`src/hdl/lsu_pkg.sv`:
```
// Load/store unit package
// Operation kinds, age tags, queue depths and pipeline state types

package lsu_pkg;

  localparam int TAG_W        = 4;
  localparam int ISSUE_DEPTH  = 4;
  localparam int REPLAY_DEPTH = 4;

  localparam int ISSUE_IDX_W  = $clog2(ISSUE_DEPTH);
  localparam int REPLAY_IDX_W = $clog2(REPLAY_DEPTH);

  // Largest forward distance still treated as younger
  localparam int AGE_SPAN = (1 << (TAG_W - 1)) - 1;

  typedef logic [TAG_W-1:0]        lsu_tag_t;
  typedef logic [ISSUE_IDX_W-1:0]  iss_idx_t;
  typedef logic [ISSUE_IDX_W:0]    iss_cnt_t;
  typedef logic [REPLAY_IDX_W-1:0] rpl_idx_t;
  typedef logic [REPLAY_IDX_W:0]   rpl_cnt_t;

  typedef enum logic {LSU_LOAD, LSU_STORE} lsu_op_e;

  typedef enum logic {EX1_IDLE, EX1_BUS} ex1_state_e;

  // True when tag a was dispatched before tag b
  function automatic logic tag_older(input lsu_tag_t a, input lsu_tag_t b);
    lsu_tag_t diff;
    diff = b - a;
    return (diff != '0) && (diff <= lsu_tag_t'(AGE_SPAN));
  endfunction

endpackage

```
`src/hdl/mem_bus_pkg.sv`:
```
// Memory bus package
// Address and data widths of the Wishbone classic port

package mem_bus_pkg;

  localparam int ADDR_W = 16;
  localparam int DATA_W = 32;

  // Byte address, whole-word accesses only
  typedef logic [ADDR_W-1:0] bus_addr_t;

  typedef logic [DATA_W-1:0] bus_data_t;

endpackage
```
`src/hdl/lsu_req_if.sv`:
```
// Pipe request interface
// One candidate memory operation offered by a queue to the LSU pipeline

`timescale 1ns/1ps

interface lsu_req_if ();

  logic                   valid;
  logic                   ready;
  lsu_pkg::lsu_tag_t      tag;
  lsu_pkg::lsu_op_e       op;
  mem_bus_pkg::bus_addr_t addr;
  mem_bus_pkg::bus_data_t wdata;

  // Queue side presents the operation
  modport src (
    output valid, tag, op, addr, wdata,
    input  ready
  );

  // Pipeline side accepts it
  modport sink (
    input  valid, tag, op, addr, wdata,
    output ready
  );

endinterface

```
`src/hdl/lsu_top.sv`:
```
// LSU top level
// Issue queue, replay queue and pipeline behind plain dispatch,
// Wishbone and done ports

`timescale 1ns/1ps

module lsu_top (
  input  logic                   i_clk,
  input  logic                   i_rst_n,
  input  logic                   i_disp_valid,
  input  lsu_pkg::lsu_op_e       i_disp_op,
  input  mem_bus_pkg::bus_addr_t i_disp_addr,
  input  mem_bus_pkg::bus_data_t i_disp_wdata,
  output logic                   o_disp_ready,
  output logic                   o_wb_cyc,
  output logic                   o_wb_stb,
  output logic                   o_wb_we,
  output mem_bus_pkg::bus_addr_t o_wb_adr,
  output mem_bus_pkg::bus_data_t o_wb_dat,
  input  mem_bus_pkg::bus_data_t i_wb_dat,
  input  logic                   i_wb_ack,
  input  logic                   i_wb_err,
  input  logic                   i_wb_rty,
  output logic                   o_done_valid,
  output lsu_pkg::lsu_tag_t      o_done_tag,
  output mem_bus_pkg::bus_data_t o_done_rdata,
  output logic                   o_done_err
);

  lsu_req_if w_iss_req ();
  lsu_req_if w_rpl_req ();
  lsu_req_if w_rpl_push ();

  logic w_near_full;

  lsu_issue_queue u_issue_queue (
    .i_clk        (i_clk),
    .i_rst_n      (i_rst_n),
    .i_disp_valid (i_disp_valid),
    .i_disp_op    (i_disp_op),
    .i_disp_addr  (i_disp_addr),
    .i_disp_wdata (i_disp_wdata),
    .o_disp_ready (o_disp_ready),
    .i_hold       (w_near_full),
    .req          (w_iss_req)
  );

  lsu_replay_queue u_replay_queue (
    .i_clk       (i_clk),
    .i_rst_n     (i_rst_n),
    .push        (w_rpl_push),
    .req         (w_rpl_req),
    .o_near_full (w_near_full)
  );

  lsu_pipe u_lsu_pipe (
    .i_clk        (i_clk),
    .i_rst_n      (i_rst_n),
    .iss          (w_iss_req),
    .rpl          (w_rpl_req),
    .push         (w_rpl_push),
    .o_wb_cyc     (o_wb_cyc),
    .o_wb_stb     (o_wb_stb),
    .o_wb_we      (o_wb_we),
    .o_wb_adr     (o_wb_adr),
    .o_wb_dat     (o_wb_dat),
    .i_wb_dat     (i_wb_dat),
    .i_wb_ack     (i_wb_ack),
    .i_wb_err     (i_wb_err),
    .i_wb_rty     (i_wb_rty),
    .o_done_valid (o_done_valid),
    .o_done_tag   (o_done_tag),
    .o_done_rdata (o_done_rdata),
    .o_done_err   (o_done_err)
  );

endmodule

```
`src/hdl/lsu_pipe.sv`:
```
// LSU pipeline
// ex0 picks the older queue head, ex1 runs one Wishbone classic access,
// ex2 reports completion

`timescale 1ns/1ps

module lsu_pipe (
  input  logic                   i_clk,
  input  logic                   i_rst_n,
  lsu_req_if.sink                iss,
  lsu_req_if.sink                rpl,
  lsu_req_if.src                 push,
  output logic                   o_wb_cyc,
  output logic                   o_wb_stb,
  output logic                   o_wb_we,
  output mem_bus_pkg::bus_addr_t o_wb_adr,
  output mem_bus_pkg::bus_data_t o_wb_dat,
  input  mem_bus_pkg::bus_data_t i_wb_dat,
  input  logic                   i_wb_ack,
  input  logic                   i_wb_err,
  input  logic                   i_wb_rty,
  output logic                   o_done_valid,
  output lsu_pkg::lsu_tag_t      o_done_tag,
  output mem_bus_pkg::bus_data_t o_done_rdata,
  output logic                   o_done_err
);

  logic                   r_ex0_valid;
  lsu_pkg::lsu_tag_t      r_ex0_tag;
  lsu_pkg::lsu_op_e       r_ex0_op;
  mem_bus_pkg::bus_addr_t r_ex0_addr;
  mem_bus_pkg::bus_data_t r_ex0_wdata;

  lsu_pkg::ex1_state_e    r_ex1_state;
  lsu_pkg::lsu_tag_t      r_ex1_tag;
  lsu_pkg::lsu_op_e       r_ex1_op;
  mem_bus_pkg::bus_addr_t r_ex1_addr;
  mem_bus_pkg::bus_data_t r_ex1_wdata;

  logic w_rpl_pick;
  logic w_ex0_open;
  logic w_ex0_take;
  logic w_ex1_take;
  logic w_term;
  logic w_done;

  // ---------------------------------------
  // ex0 selection
  // ---------------------------------------
  assign w_rpl_pick = rpl.valid && (!iss.valid || lsu_pkg::tag_older(rpl.tag, iss.tag));
  assign w_ex1_take = r_ex0_valid && (r_ex1_state == lsu_pkg::EX1_IDLE);
  assign w_ex0_open = !r_ex0_valid || w_ex1_take;

  assign rpl.ready  = w_ex0_open && w_rpl_pick;
  assign iss.ready  = w_ex0_open && !w_rpl_pick && iss.valid;
  assign w_ex0_take = rpl.ready || iss.ready;

  always_ff @(posedge i_clk) begin
    if (!i_rst_n) begin
      r_ex0_valid <= 1'b0;
    end else if (w_ex0_open) begin
      r_ex0_valid <= w_ex0_take;
    end
  end

  always_ff @(posedge i_clk) begin
    if (w_ex0_take) begin
      r_ex0_tag   <= w_rpl_pick ? rpl.tag   : iss.tag;
      r_ex0_op    <= w_rpl_pick ? rpl.op    : iss.op;
      r_ex0_addr  <= w_rpl_pick ? rpl.addr  : iss.addr;
      r_ex0_wdata <= w_rpl_pick ? rpl.wdata : iss.wdata;
    end
  end

  // ---------------------------------------
  // ex1 Wishbone classic access
  // ---------------------------------------
  assign o_wb_cyc = (r_ex1_state == lsu_pkg::EX1_BUS);
  assign o_wb_stb = (r_ex1_state == lsu_pkg::EX1_BUS);
  assign o_wb_we  = (r_ex1_op == lsu_pkg::LSU_STORE);
  assign o_wb_adr = r_ex1_addr;
  assign o_wb_dat = r_ex1_wdata;

  assign w_term = o_wb_cyc && (i_wb_ack || i_wb_err || i_wb_rty);
  assign w_done = o_wb_cyc && (i_wb_ack || i_wb_err);

  // Retry goes back to the replay queue on the terminating edge
  assign push.valid = o_wb_cyc && i_wb_rty && !i_wb_ack && !i_wb_err;
  assign push.tag   = r_ex1_tag;
  assign push.op    = r_ex1_op;
  assign push.addr  = r_ex1_addr;
  assign push.wdata = r_ex1_wdata;

  always_ff @(posedge i_clk) begin
    if (!i_rst_n) begin
      r_ex1_state <= lsu_pkg::EX1_IDLE;
    end else begin
      case (r_ex1_state)
        lsu_pkg::EX1_IDLE: if (r_ex0_valid) r_ex1_state <= lsu_pkg::EX1_BUS;
        lsu_pkg::EX1_BUS:  if (w_term) r_ex1_state <= lsu_pkg::EX1_IDLE;
        default:           r_ex1_state <= lsu_pkg::EX1_IDLE;
      endcase
    end
  end

  always_ff @(posedge i_clk) begin
    if (w_ex1_take) begin
      r_ex1_tag   <= r_ex0_tag;
      r_ex1_op    <= r_ex0_op;
      r_ex1_addr  <= r_ex0_addr;
      r_ex1_wdata <= r_ex0_wdata;
    end
  end

  // ---------------------------------------
  // ex2 done report
  // ---------------------------------------
  always_ff @(posedge i_clk) begin
    if (!i_rst_n) begin
      o_done_valid <= 1'b0;
    end else begin
      o_done_valid <= w_done;
    end
  end

  // Read data only for a load that was acked
  always_ff @(posedge i_clk) begin
    if (w_done) begin
      o_done_tag   <= r_ex1_tag;
      o_done_err   <= !i_wb_ack;
      o_done_rdata <= (i_wb_ack && (r_ex1_op == lsu_pkg::LSU_LOAD)) ? i_wb_dat : '0;
    end
  end

endmodule

```
`src/hdl/lsu_replay_queue.sv`:
```
// LSU replay queue
// Keeps operations refused with a bus retry and offers the oldest one

`timescale 1ns/1ps

module lsu_replay_queue (
  input  logic    i_clk,
  input  logic    i_rst_n,
  lsu_req_if.sink push,
  lsu_req_if.src  req,
  output logic    o_near_full
);

  logic [lsu_pkg::REPLAY_DEPTH-1:0] r_slot_valid;
  lsu_pkg::lsu_tag_t      r_tag   [lsu_pkg::REPLAY_DEPTH];
  lsu_pkg::lsu_op_e       r_op    [lsu_pkg::REPLAY_DEPTH];
  mem_bus_pkg::bus_addr_t r_addr  [lsu_pkg::REPLAY_DEPTH];
  mem_bus_pkg::bus_data_t r_wdata [lsu_pkg::REPLAY_DEPTH];

  // Offered slot is frozen while it waits for the pipeline
  logic              r_held;
  lsu_pkg::rpl_idx_t r_held_idx;

  lsu_pkg::rpl_idx_t w_free_idx;
  lsu_pkg::rpl_cnt_t w_free_cnt;
  lsu_pkg::rpl_idx_t w_old_idx;
  logic              w_old_found;
  lsu_pkg::rpl_idx_t w_sel_idx;
  logic              w_push;
  logic              w_pop;

  // Lowest free slot and number of free slots
  always_comb begin
    w_free_idx = '0;
    w_free_cnt = '0;
    for (int i = lsu_pkg::REPLAY_DEPTH - 1; i >= 0; i--) begin
      if (!r_slot_valid[i]) begin
        w_free_idx = lsu_pkg::rpl_idx_t'(i);
        w_free_cnt = w_free_cnt + 1'b1;
      end
    end
  end

  // Oldest valid slot by wrapping tag age
  always_comb begin
    w_old_idx   = '0;
    w_old_found = 1'b0;
    for (int i = 0; i < lsu_pkg::REPLAY_DEPTH; i++) begin
      if (r_slot_valid[i] &&
          (!w_old_found || lsu_pkg::tag_older(r_tag[i], r_tag[w_old_idx]))) begin
        w_old_idx   = lsu_pkg::rpl_idx_t'(i);
        w_old_found = 1'b1;
      end
    end
  end

  assign w_sel_idx  = r_held ? r_held_idx : w_old_idx;
  assign push.ready = (w_free_cnt != '0);
  assign w_push     = push.valid && push.ready;
  assign w_pop      = req.valid && req.ready;

  assign req.valid = w_old_found;
  assign req.tag   = r_tag[w_sel_idx];
  assign req.op    = r_op[w_sel_idx];
  assign req.addr  = r_addr[w_sel_idx];
  assign req.wdata = r_wdata[w_sel_idx];

  // Counts a retry landing this cycle, so ex0 and ex1 always find room
  assign o_near_full = (w_free_cnt < lsu_pkg::rpl_cnt_t'(2)) ||
                       (push.valid && (w_free_cnt == lsu_pkg::rpl_cnt_t'(2)));

  always_ff @(posedge i_clk) begin
    if (!i_rst_n) begin
      r_slot_valid <= '0;
      r_held       <= 1'b0;
      r_held_idx   <= '0;
    end else begin
      if (w_pop) begin
        r_slot_valid[w_sel_idx] <= 1'b0;
      end
      if (w_push) begin
        r_slot_valid[w_free_idx] <= 1'b1;
      end
      r_held     <= req.valid && !req.ready;
      r_held_idx <= w_sel_idx;
    end
  end

  always_ff @(posedge i_clk) begin
    if (w_push) begin
      r_tag[w_free_idx]   <= push.tag;
      r_op[w_free_idx]    <= push.op;
      r_addr[w_free_idx]  <= push.addr;
      r_wdata[w_free_idx] <= push.wdata;
    end
  end

endmodule

```
`src/hdl/lsu_issue_queue.sv`:
```
// LSU issue queue
// In-order FIFO of dispatched operations, tags them and offers the head

`timescale 1ns/1ps

module lsu_issue_queue (
  input  logic                   i_clk,
  input  logic                   i_rst_n,
  input  logic                   i_disp_valid,
  input  lsu_pkg::lsu_op_e       i_disp_op,
  input  mem_bus_pkg::bus_addr_t i_disp_addr,
  input  mem_bus_pkg::bus_data_t i_disp_wdata,
  output logic                   o_disp_ready,
  input  logic                   i_hold,
  lsu_req_if.src                 req
);

  lsu_pkg::lsu_op_e       r_op    [lsu_pkg::ISSUE_DEPTH];
  lsu_pkg::lsu_tag_t      r_tag   [lsu_pkg::ISSUE_DEPTH];
  mem_bus_pkg::bus_addr_t r_addr  [lsu_pkg::ISSUE_DEPTH];
  mem_bus_pkg::bus_data_t r_wdata [lsu_pkg::ISSUE_DEPTH];

  lsu_pkg::iss_idx_t r_wr_ptr;
  lsu_pkg::iss_idx_t r_rd_ptr;
  lsu_pkg::iss_cnt_t r_count;
  lsu_pkg::lsu_tag_t r_next_tag;

  logic w_push;
  logic w_pop;

  assign o_disp_ready = (r_count != lsu_pkg::iss_cnt_t'(lsu_pkg::ISSUE_DEPTH));
  assign w_push       = i_disp_valid && o_disp_ready;
  assign w_pop        = req.valid && req.ready;

  // Head is withheld while the replay queue is close to full
  assign req.valid = (r_count != '0) && !i_hold;
  assign req.tag   = r_tag[r_rd_ptr];
  assign req.op    = r_op[r_rd_ptr];
  assign req.addr  = r_addr[r_rd_ptr];
  assign req.wdata = r_wdata[r_rd_ptr];

  // Pointers wrap on their own, depth is a power of two
  always_ff @(posedge i_clk) begin
    if (!i_rst_n) begin
      r_wr_ptr   <= '0;
      r_rd_ptr   <= '0;
      r_count    <= '0;
      r_next_tag <= '0;
    end else begin
      if (w_push) begin
        r_wr_ptr   <= r_wr_ptr + 1'b1;
        r_next_tag <= r_next_tag + 1'b1;
      end
      if (w_pop) begin
        r_rd_ptr <= r_rd_ptr + 1'b1;
      end
      case ({w_push, w_pop})
        2'b10:   r_count <= r_count + 1'b1;
        2'b01:   r_count <= r_count - 1'b1;
        default: r_count <= r_count;
      endcase
    end
  end

  always_ff @(posedge i_clk) begin
    if (w_push) begin
      r_op[r_wr_ptr]    <= i_disp_op;
      r_tag[r_wr_ptr]   <= r_next_tag;
      r_addr[r_wr_ptr]  <= i_disp_addr;
      r_wdata[r_wr_ptr] <= i_disp_wdata;
    end
  end

endmodule

```
`config.mk`:
```
export PLATFORM = sky130hd
export DESIGN_NAME = lsu_top
export DESIGN_NICKNAME = d
export VERILOG_FILES = /design/src/hdl/lsu_pkg.sv /design/src/hdl/mem_bus_pkg.sv /design/src/hdl/lsu_req_if.sv /design/src/hdl/lsu_top.sv /design/src/hdl/lsu_pipe.sv /design/src/hdl/lsu_replay_queue.sv /design/src/hdl/lsu_issue_queue.sv
export SDC_FILE = /design/constraint.sdc
export NUM_CORES = 1
export LEC_CHECK = 0
export ABC_AREA = 1
export BUFFER_PORTS_ARGS = -buffer_cell sky130_fd_sc_hd__clkbuf_2
export CAP_MARGIN = 20
export CORE_MARGIN = 2
export CORE_UTILIZATION = 60
export CTS_CLUSTER_SIZE = 30
export DETAILED_ROUTE_END_ITERATION = 6
export HOLD_SLACK_MARGIN = 0.08
export PLACE_DENSITY = 0.8
export SYNTH_ARGS = -nofsm -noshare
export SYNTH_HDL_FRONTEND = slang
export SYNTH_SLANG_ARGS = --single-unit
```
`constraint.sdc`:
```
create_clock -name i_clk -period 10 [get_ports i_clk]
set_input_delay 2 -clock i_clk [delete_from_list [all_inputs] [get_ports i_clk]]
set_output_delay 2 -clock i_clk [all_outputs]
set_load 0.03 [all_outputs]
```
==> results of run 1 <==
==> final timing paths <==
check / depth (start not counted) / slack [ns] / from / end
worst max-delay path: 52 / 0.82 / u_replay_queue.r_tag[0][0]$_DFFE_PP_ / u_lsu_pipe.r_ex0_wdata[14]$_DFFE_PP_
worst min-delay path: 0 / 0.41 / u_lsu_pipe.r_ex0_addr[0]$_DFFE_PP_ / u_lsu_pipe.o_wb_adr[0]$_DFFE_PP_
worst max register to register: 52 / 0.82 / u_replay_queue.r_tag[0][0]$_DFFE_PP_ / u_lsu_pipe.r_ex0_wdata[14]$_DFFE_PP_
worst min register to register: 0 / 0.41 / u_lsu_pipe.r_ex0_addr[0]$_DFFE_PP_ / u_lsu_pipe.o_wb_adr[0]$_DFFE_PP_
==> sequential cells by signal (all words and copies together) (netlist names), 32 cells and up, named ones only <==
| signal | cells |
|---|---|
| u_issue_queue.r_wdata | 128 |
| u_replay_queue.r_wdata | 128 |
| u_issue_queue.r_addr | 64 |
| u_replay_queue.r_addr | 64 |
| u_lsu_pipe.o_done_rdata | 32 |
| u_lsu_pipe.o_wb_dat | 32 |
| u_lsu_pipe.r_ex0_wdata | 32 |
==> per-layer routing <==
layer,up-vias,share of wire,GRT usage
li1,6119,-,-
met5,-,0.00029,0
met1,6839,0.40,0.3615
met4,2,0.031,0.1055
met2,780,0.48,0.4136
met3,134,0.089,0.04923
==> Yosys cell counts, types with 3 or more instances <==
cell type and number:
clkinv_1 4, nand2_4 5, nor2_1 206, nand2_2 6, edfxtp_1 567, nor3_1 6, o21ai_1 7, a41oi_2 18
o22ai_1 52, a41oi_1 31, xor2_1 5, a22oi_1 51, a21oi_1 20, dfxtp_1 23, nand3_1 126, o21ai_0 121
buf_6 7, o211ai_1 3, inv_1 94, buf_2 6, nand3_2 3, fa_1 5, ha_1 21, nand2_1 59
clkbuf_1 66
==> where the power goes <==
| group | total [uW] | switching (uW) | internal (uW) | leakage, uW |
|---|---|---|---|---|
| clock | 2030 | 872 | 1160 | 0.000854 |
| combinational | 1440 | 1050 | 394 | 0.00282 |
| sequential | 3490 | 205 | 3280 | 0.00540 |
| total | 6960 | 2130 | 4830 | 0.00907 |
==> area by class of cell <==
type | instances | area share
flip-flops and latches | 590 | 0.6776
diodes | 2 | 0.0001939
repair buffers | 199 | 0.04208
clock buffers | 61 | 0.05415
well taps | 511 | 0.02477
multi-input cells | 768 | 0.1733
clock inverters | 36 | 0.01319
inverters | 101 | 0.01479
==> stage by stage <==
step	cell area [um2]	utilization
6_report	25810	0.6901
5_1_grt	25800	0.6900
4_1_cts	25780	0.6892
3_5_place_dp	24040	0.6428
3_3_place_gp	24040	0.6428
2_1_floorplan	22660	-
==> kinds of logic after synthesis <==
kind of cell	synth area share
DFF	0.7718
and+or+nand+nor	0.08135
AOI/OAI and AO/OA	0.09383
buffers and inverters	0.03424
adders and majority gates	0.01602
xor gates and xnor gates	0.002319
muxes	0.0004418
==> impl_metrics.json, run 1 <==
{
  "cts_tree": "done",
  "yosys_warnings": 0,
  "wirelength_um": 51040,
  "cp-end-kind": "flip-flop",
  "grt_pass1_wl_um": 77310,
  "timing.fmax_mhz": 108.9,
  "finalSetupViolCount": 0,
  "maxCapViolations": 0,
  "hold_viol": 0,
  "grt_use_total": 0.2609,
  "drt_iter0_markers": 1596,
  "synth_top_area_share": 0.7515,
  "synth_top_flop_cell": "edfxtp_1",
  "core_area_um2": 37400,
  "netlist_area_um2": 22660,
  "fin_crit_ns": 9.184,
  "io_buffer_count": 176,
  "drv_slew": 0,
  "fin_tns_setup_ns": 0,
  "slowest_stage": "nor2_4",
  "cp_max_fo": 59,
  "place_ws_ns": 0.9363,
  "wire_per_inst_um": 22.50,
  "first_pass_iters": 5,
  "num_rows": 71,
  "cp_common_cell": "inv_1",
  "numCtsBuffers": 54,
  "grt_max_degree": 91,
  "clock_skew_ns": 0.01790,
  "die_height_um": 198.3,
  "max-vdd-ir-drop_mv": 0.1844,
  "ys_ff_latch": 590,
  "drive_gt1_frac": 0.1880,
  "power.density_nw_per_um2": 269.6,
  "die_w_um": 198.3,
  "clk-insertion-delay-late_ns": 0.58,
  "cp.arrival_ns": 9.44,
  "hpwl_um": 28750,
  "crit_family": "simple AND/OR/NAND/NOR gates",
  "syn-num-nets": 1656,
  "place_congestion": 0.8546,
  "cts_setup_buffers": 0,
  "clk_pin_slew_ns": 0.07,
  "holdBufCountCts": 0,
  "setup_ws_ns": 0.8163,
  "criticalPathCategory": "reg -> reg",
  "cts_sinks": 590,
  "min_path_type": "reg -> reg",
  "dp_cells": 2168,
  "via_per_inst": 6.117,
  "max_stage_delay_ns": 0.57,
  "cts.repair.resized": 0,
  "rsz0062_at_grt": "no",
  "routed-via-count": 13874,
  "clockBufferDepth": 3,
  "ys_seq_area_frac": 0.7718,
  "async_flop_share": 0,
  "synth_area_leader_cell": "edfxtp_1",
  "grt_antenna_before_repair": 3,
  "drc": 0,
  "p_leak_uw": 0.009074,
  "fin_crit_sh": 0.9184,
  "cts-htree-levels": 2,
  "start_util": 0.6058,
  "fin_hold_ws_ns": 0.4125,
  "slew_headroom": 0.3608,
  "finalPower_uw": 6958,
  "area_delta_synth_final_pct": 13.92,
  "regArea_um2": 17490,
  "overflow": 0,
  "final.fill_count": 2343,
  "multiInputGateArea_um2": 4472,
  "synth.area.top_cells": "edfxtp_1, nor2_1, nand3_1",
  "instances_no_fill": 2268,
  "clock-root-buffer": "clkbuf_16",
  "required_ns": 10.26,
  "nNetsFinal": 1827,
  "start_kind": "flip-flop",
  "synth_cells": 1543,
  "ant_nets": 0,
  "final_common_cell": "edfxtp_1",
  "tightest_slew_ns": 0.9588,
  "synth_enable_flop_cells": 567,
  "syn_avg_cell_area_um2": 14.68,
  "ys_types": 47,
  "status": "completed",
  "grt_pass1_vias": 13699,
  "boundaryPins": 177,
  "die_area_um2": 39330,
  "final_cell_mix": "edfxtp_1, nor2_1, clkbuf_2, nand3_1, o21ai_0",
  "path_buf_inv": 12
}
No activity file was read; power rests on OpenSTA's default activity.
==> run 2, diff against run 1 <==
--- a/config.mk
+++ b/config.mk
@@ -9,11 +9,10 @@
 export BUFFER_PORTS_ARGS = -buffer_cell sky130_fd_sc_hd__clkbuf_2
 export CAP_MARGIN = 20
 export CORE_MARGIN = 2
-export CORE_UTILIZATION = 60
+export CORE_UTILIZATION = 35
 export CTS_CLUSTER_SIZE = 30
 export DETAILED_ROUTE_END_ITERATION = 6
 export HOLD_SLACK_MARGIN = 0.08
-export PLACE_DENSITY = 0.8
 export SYNTH_ARGS = -nofsm -noshare
 export SYNTH_HDL_FRONTEND = slang
 export SYNTH_SLANG_ARGS = --single-unit
==> impl_metrics.json, run 2 (synthesis gave the netlist of run 1 again) <==
{
  "boundaryPins": 177,
  "clk_pin_slew_ns": 0.06,
  "grt_pass1_wl_um": 80450,
  "max_stage_delay_ns": 0.83,
  "max-vdd-ir-drop_mv": 0.1369,
  "grt_pass1_vias": 13054,
  "core_area_um2": 64230,
  "place_congestion": 0.8324,
  "slew_headroom": 0.2671,
  "place_area_um2": 24450,
  "grt_use_total": 0.1580,
  "wirelength_um": 53730,
  "path_buf_inv": 9,
  "cts_sinks": 590,
  "routed-via-count": 13209,
  "cp.arrival_ns": 9.00,
  "drt_iter0_markers": 1197,
  "drv_slew": 0,
  "final_common_cell": "edfxtp_1",
  "holdBufCountCts": 0,
  "cts_setup_buffers": 0,
  "finalSetupViolCount": 0,
  "cts-htree-levels": 2,
  "cts_tree": "done",
  "hpwl_um": 32050,
  "first_pass_iters": 5,
  "timing.fmax_mhz": 114.8,
  "fin_crit_sh": 0.8708,
  "ant_nets": 0,
  "cp_max_fo": 87,
  "cts.repair.resized": 0,
  "overflow": 0,
  "die_w_um": 258.4,
  "rsz0062_at_grt": "no",
  "maxCapViolations": 0,
  "hold_viol": 0,
  "final.fill_count": 5901,
  "wire_per_inst_um": 20.52,
  "min_path_type": "reg -> reg",
  "die_height_um": 258.4,
  "status": "completed",
  "via_per_inst": 5.045,
  "nNetsFinal": 1829,
  "criticalPathCategory": "reg -> reg",
  "cp_common_cell": "inv_1",
  "start_kind": "flip-flop",
  "numCtsBuffers": 57,
  "finalPower_uw": 7007,
  "tightest_slew_ns": 1.099,
  "drc": 0,
  "area_delta_synth_final_pct": 16.04,
  "start_util": 0.3527,
  "slowest_stage": "buf_4",
  "required_ns": 10.29,
  "largest_registers": "u_issue_queue.r_wdata x128, u_replay_queue.r_wdata x128",
  "fin_crit_ns": 8.708,
  "final_area_um2": 26290,
  "clk-insertion-delay-late_ns": 0.61,
  "cp-end-kind": "flip-flop",
  "clock_skew_ns": 0.01964,
  "power.density_nw_per_um2": 266.5,
  "fin_tns_setup_ns": 0,
  "crit_family": "simple AND/OR/NAND/NOR gates",
  "grt_max_degree": 108,
  "p_leak_uw": 0.009093,
  "io_buffer_count": 176,
  "num_rows": 93,
  "grt_antenna_before_repair": 8,
  "drive_gt1_frac": 0.1907,
  "final_cell_mix": "edfxtp_1, nor2_1, clkbuf_2, nand3_1, o21ai_0",
  "die_area_um2": 66780,
  "clockBufferDepth": 3,
  "clock-root-buffer": "clkbuf_16"
}
[run 2: changes by cell type in the layout (fill, tap and decap cells not counted), moves of 2 or more]
| cell | delta |
|---|---|
| clkinvlp_4 | +3 |
| clkbuf_1 | +5 |
| clkinv_1 | -4 |
| clkbuf_16 | +5 |
| bufinv_16 | -2 |
| clkinv_2 | +2 |
| clkbuf_8 | -2 |
| clkinv_4 | +2 |
[run 2: where the power goes]
part	internal (uW)	switching (uW)
sequential	3280	181
combinational	384	1070
clock	1180	904
[run 2: area by class of cell]
| type | instances | area, um2 | area share |
|---|---|---|---|
| clock inverter | 36 | 300.3 | 0.01142 |
| inverter | 101 | 382.9 | 0.01456 |
| timing repair buffer | 198 | 1059 | 0.04026 |
| multi-input combinational | 768 | 4472 | 0.1701 |
| clock buffer | 69 | 1514 | 0.05759 |
| sequential | 590 | 17490 | 0.6653 |
| tap | 855 | 1070 | 0.04069 |
| antenna | 1 | 2.502 | 0.00009518 |
[run 2: worst reg2reg max path, delay by kind of cell, from the launching register on]
family | cells | cell delay (ns)
simple gates | 20 | 2.20
xor+xnor | 2 | 0.40
buf+inv | 9 | 1.75
flops | 1 | 0.41
fa+ha+maj | 6 | 1.86
compound gates | 10 | 1.76
[run 2: worst paths after layout]
path	startpoint	end	slack [ns]	cells after the start
worst max-delay path	u_replay_queue.r_tag[0][0]$_DFFE_PP_	u_lsu_pipe.r_ex0_wdata[11]$_DFFE_PP_	1.29	47
worst min register to register	u_lsu_pipe.r_ex0_addr[6]$_DFFE_PP_	u_lsu_pipe.o_wb_adr[6]$_DFFE_PP_	0.41	0
worst min-delay path	u_lsu_pipe.r_ex0_addr[6]$_DFFE_PP_	u_lsu_pipe.o_wb_adr[6]$_DFFE_PP_	0.41	0
worst max register to register	u_replay_queue.r_tag[0][0]$_DFFE_PP_	u_lsu_pipe.r_ex0_wdata[11]$_DFFE_PP_	1.29	47
[run 2: through the flow]
step           hold WS, ns  utilization  setup WS (ns)  std cells
2_1_floorplan       0.4003            -          2.061       1543
3_3_place_gp        0.4014       0.3807          1.599       2511
3_5_place_dp        0.4045       0.3807          1.317       2511
4_1_cts             0.4110       0.4090          1.301       2616
5_1_grt             0.4205       0.4093         0.4016       2618
6_report            0.4053       0.4093          1.292       2618
[run 2: per-layer routing]
| metal | track usage | part of all wire | vias to the layer above | routed length [um] |
|---|---|---|---|---|
| li1 | - | - | 6132 | - |
| met1 | 0.2170 | 0.43 | 6605 | 23340 |
| met2 | 0.2501 | 0.47 | 359 | 25280 |
| met3 | 0.03580 | 0.066 | 99 | 3550 |
| met4 | 0.04978 | 0.028 | 14 | 1489 |
| met5 | 0 | 0.0014 | - | 77 |
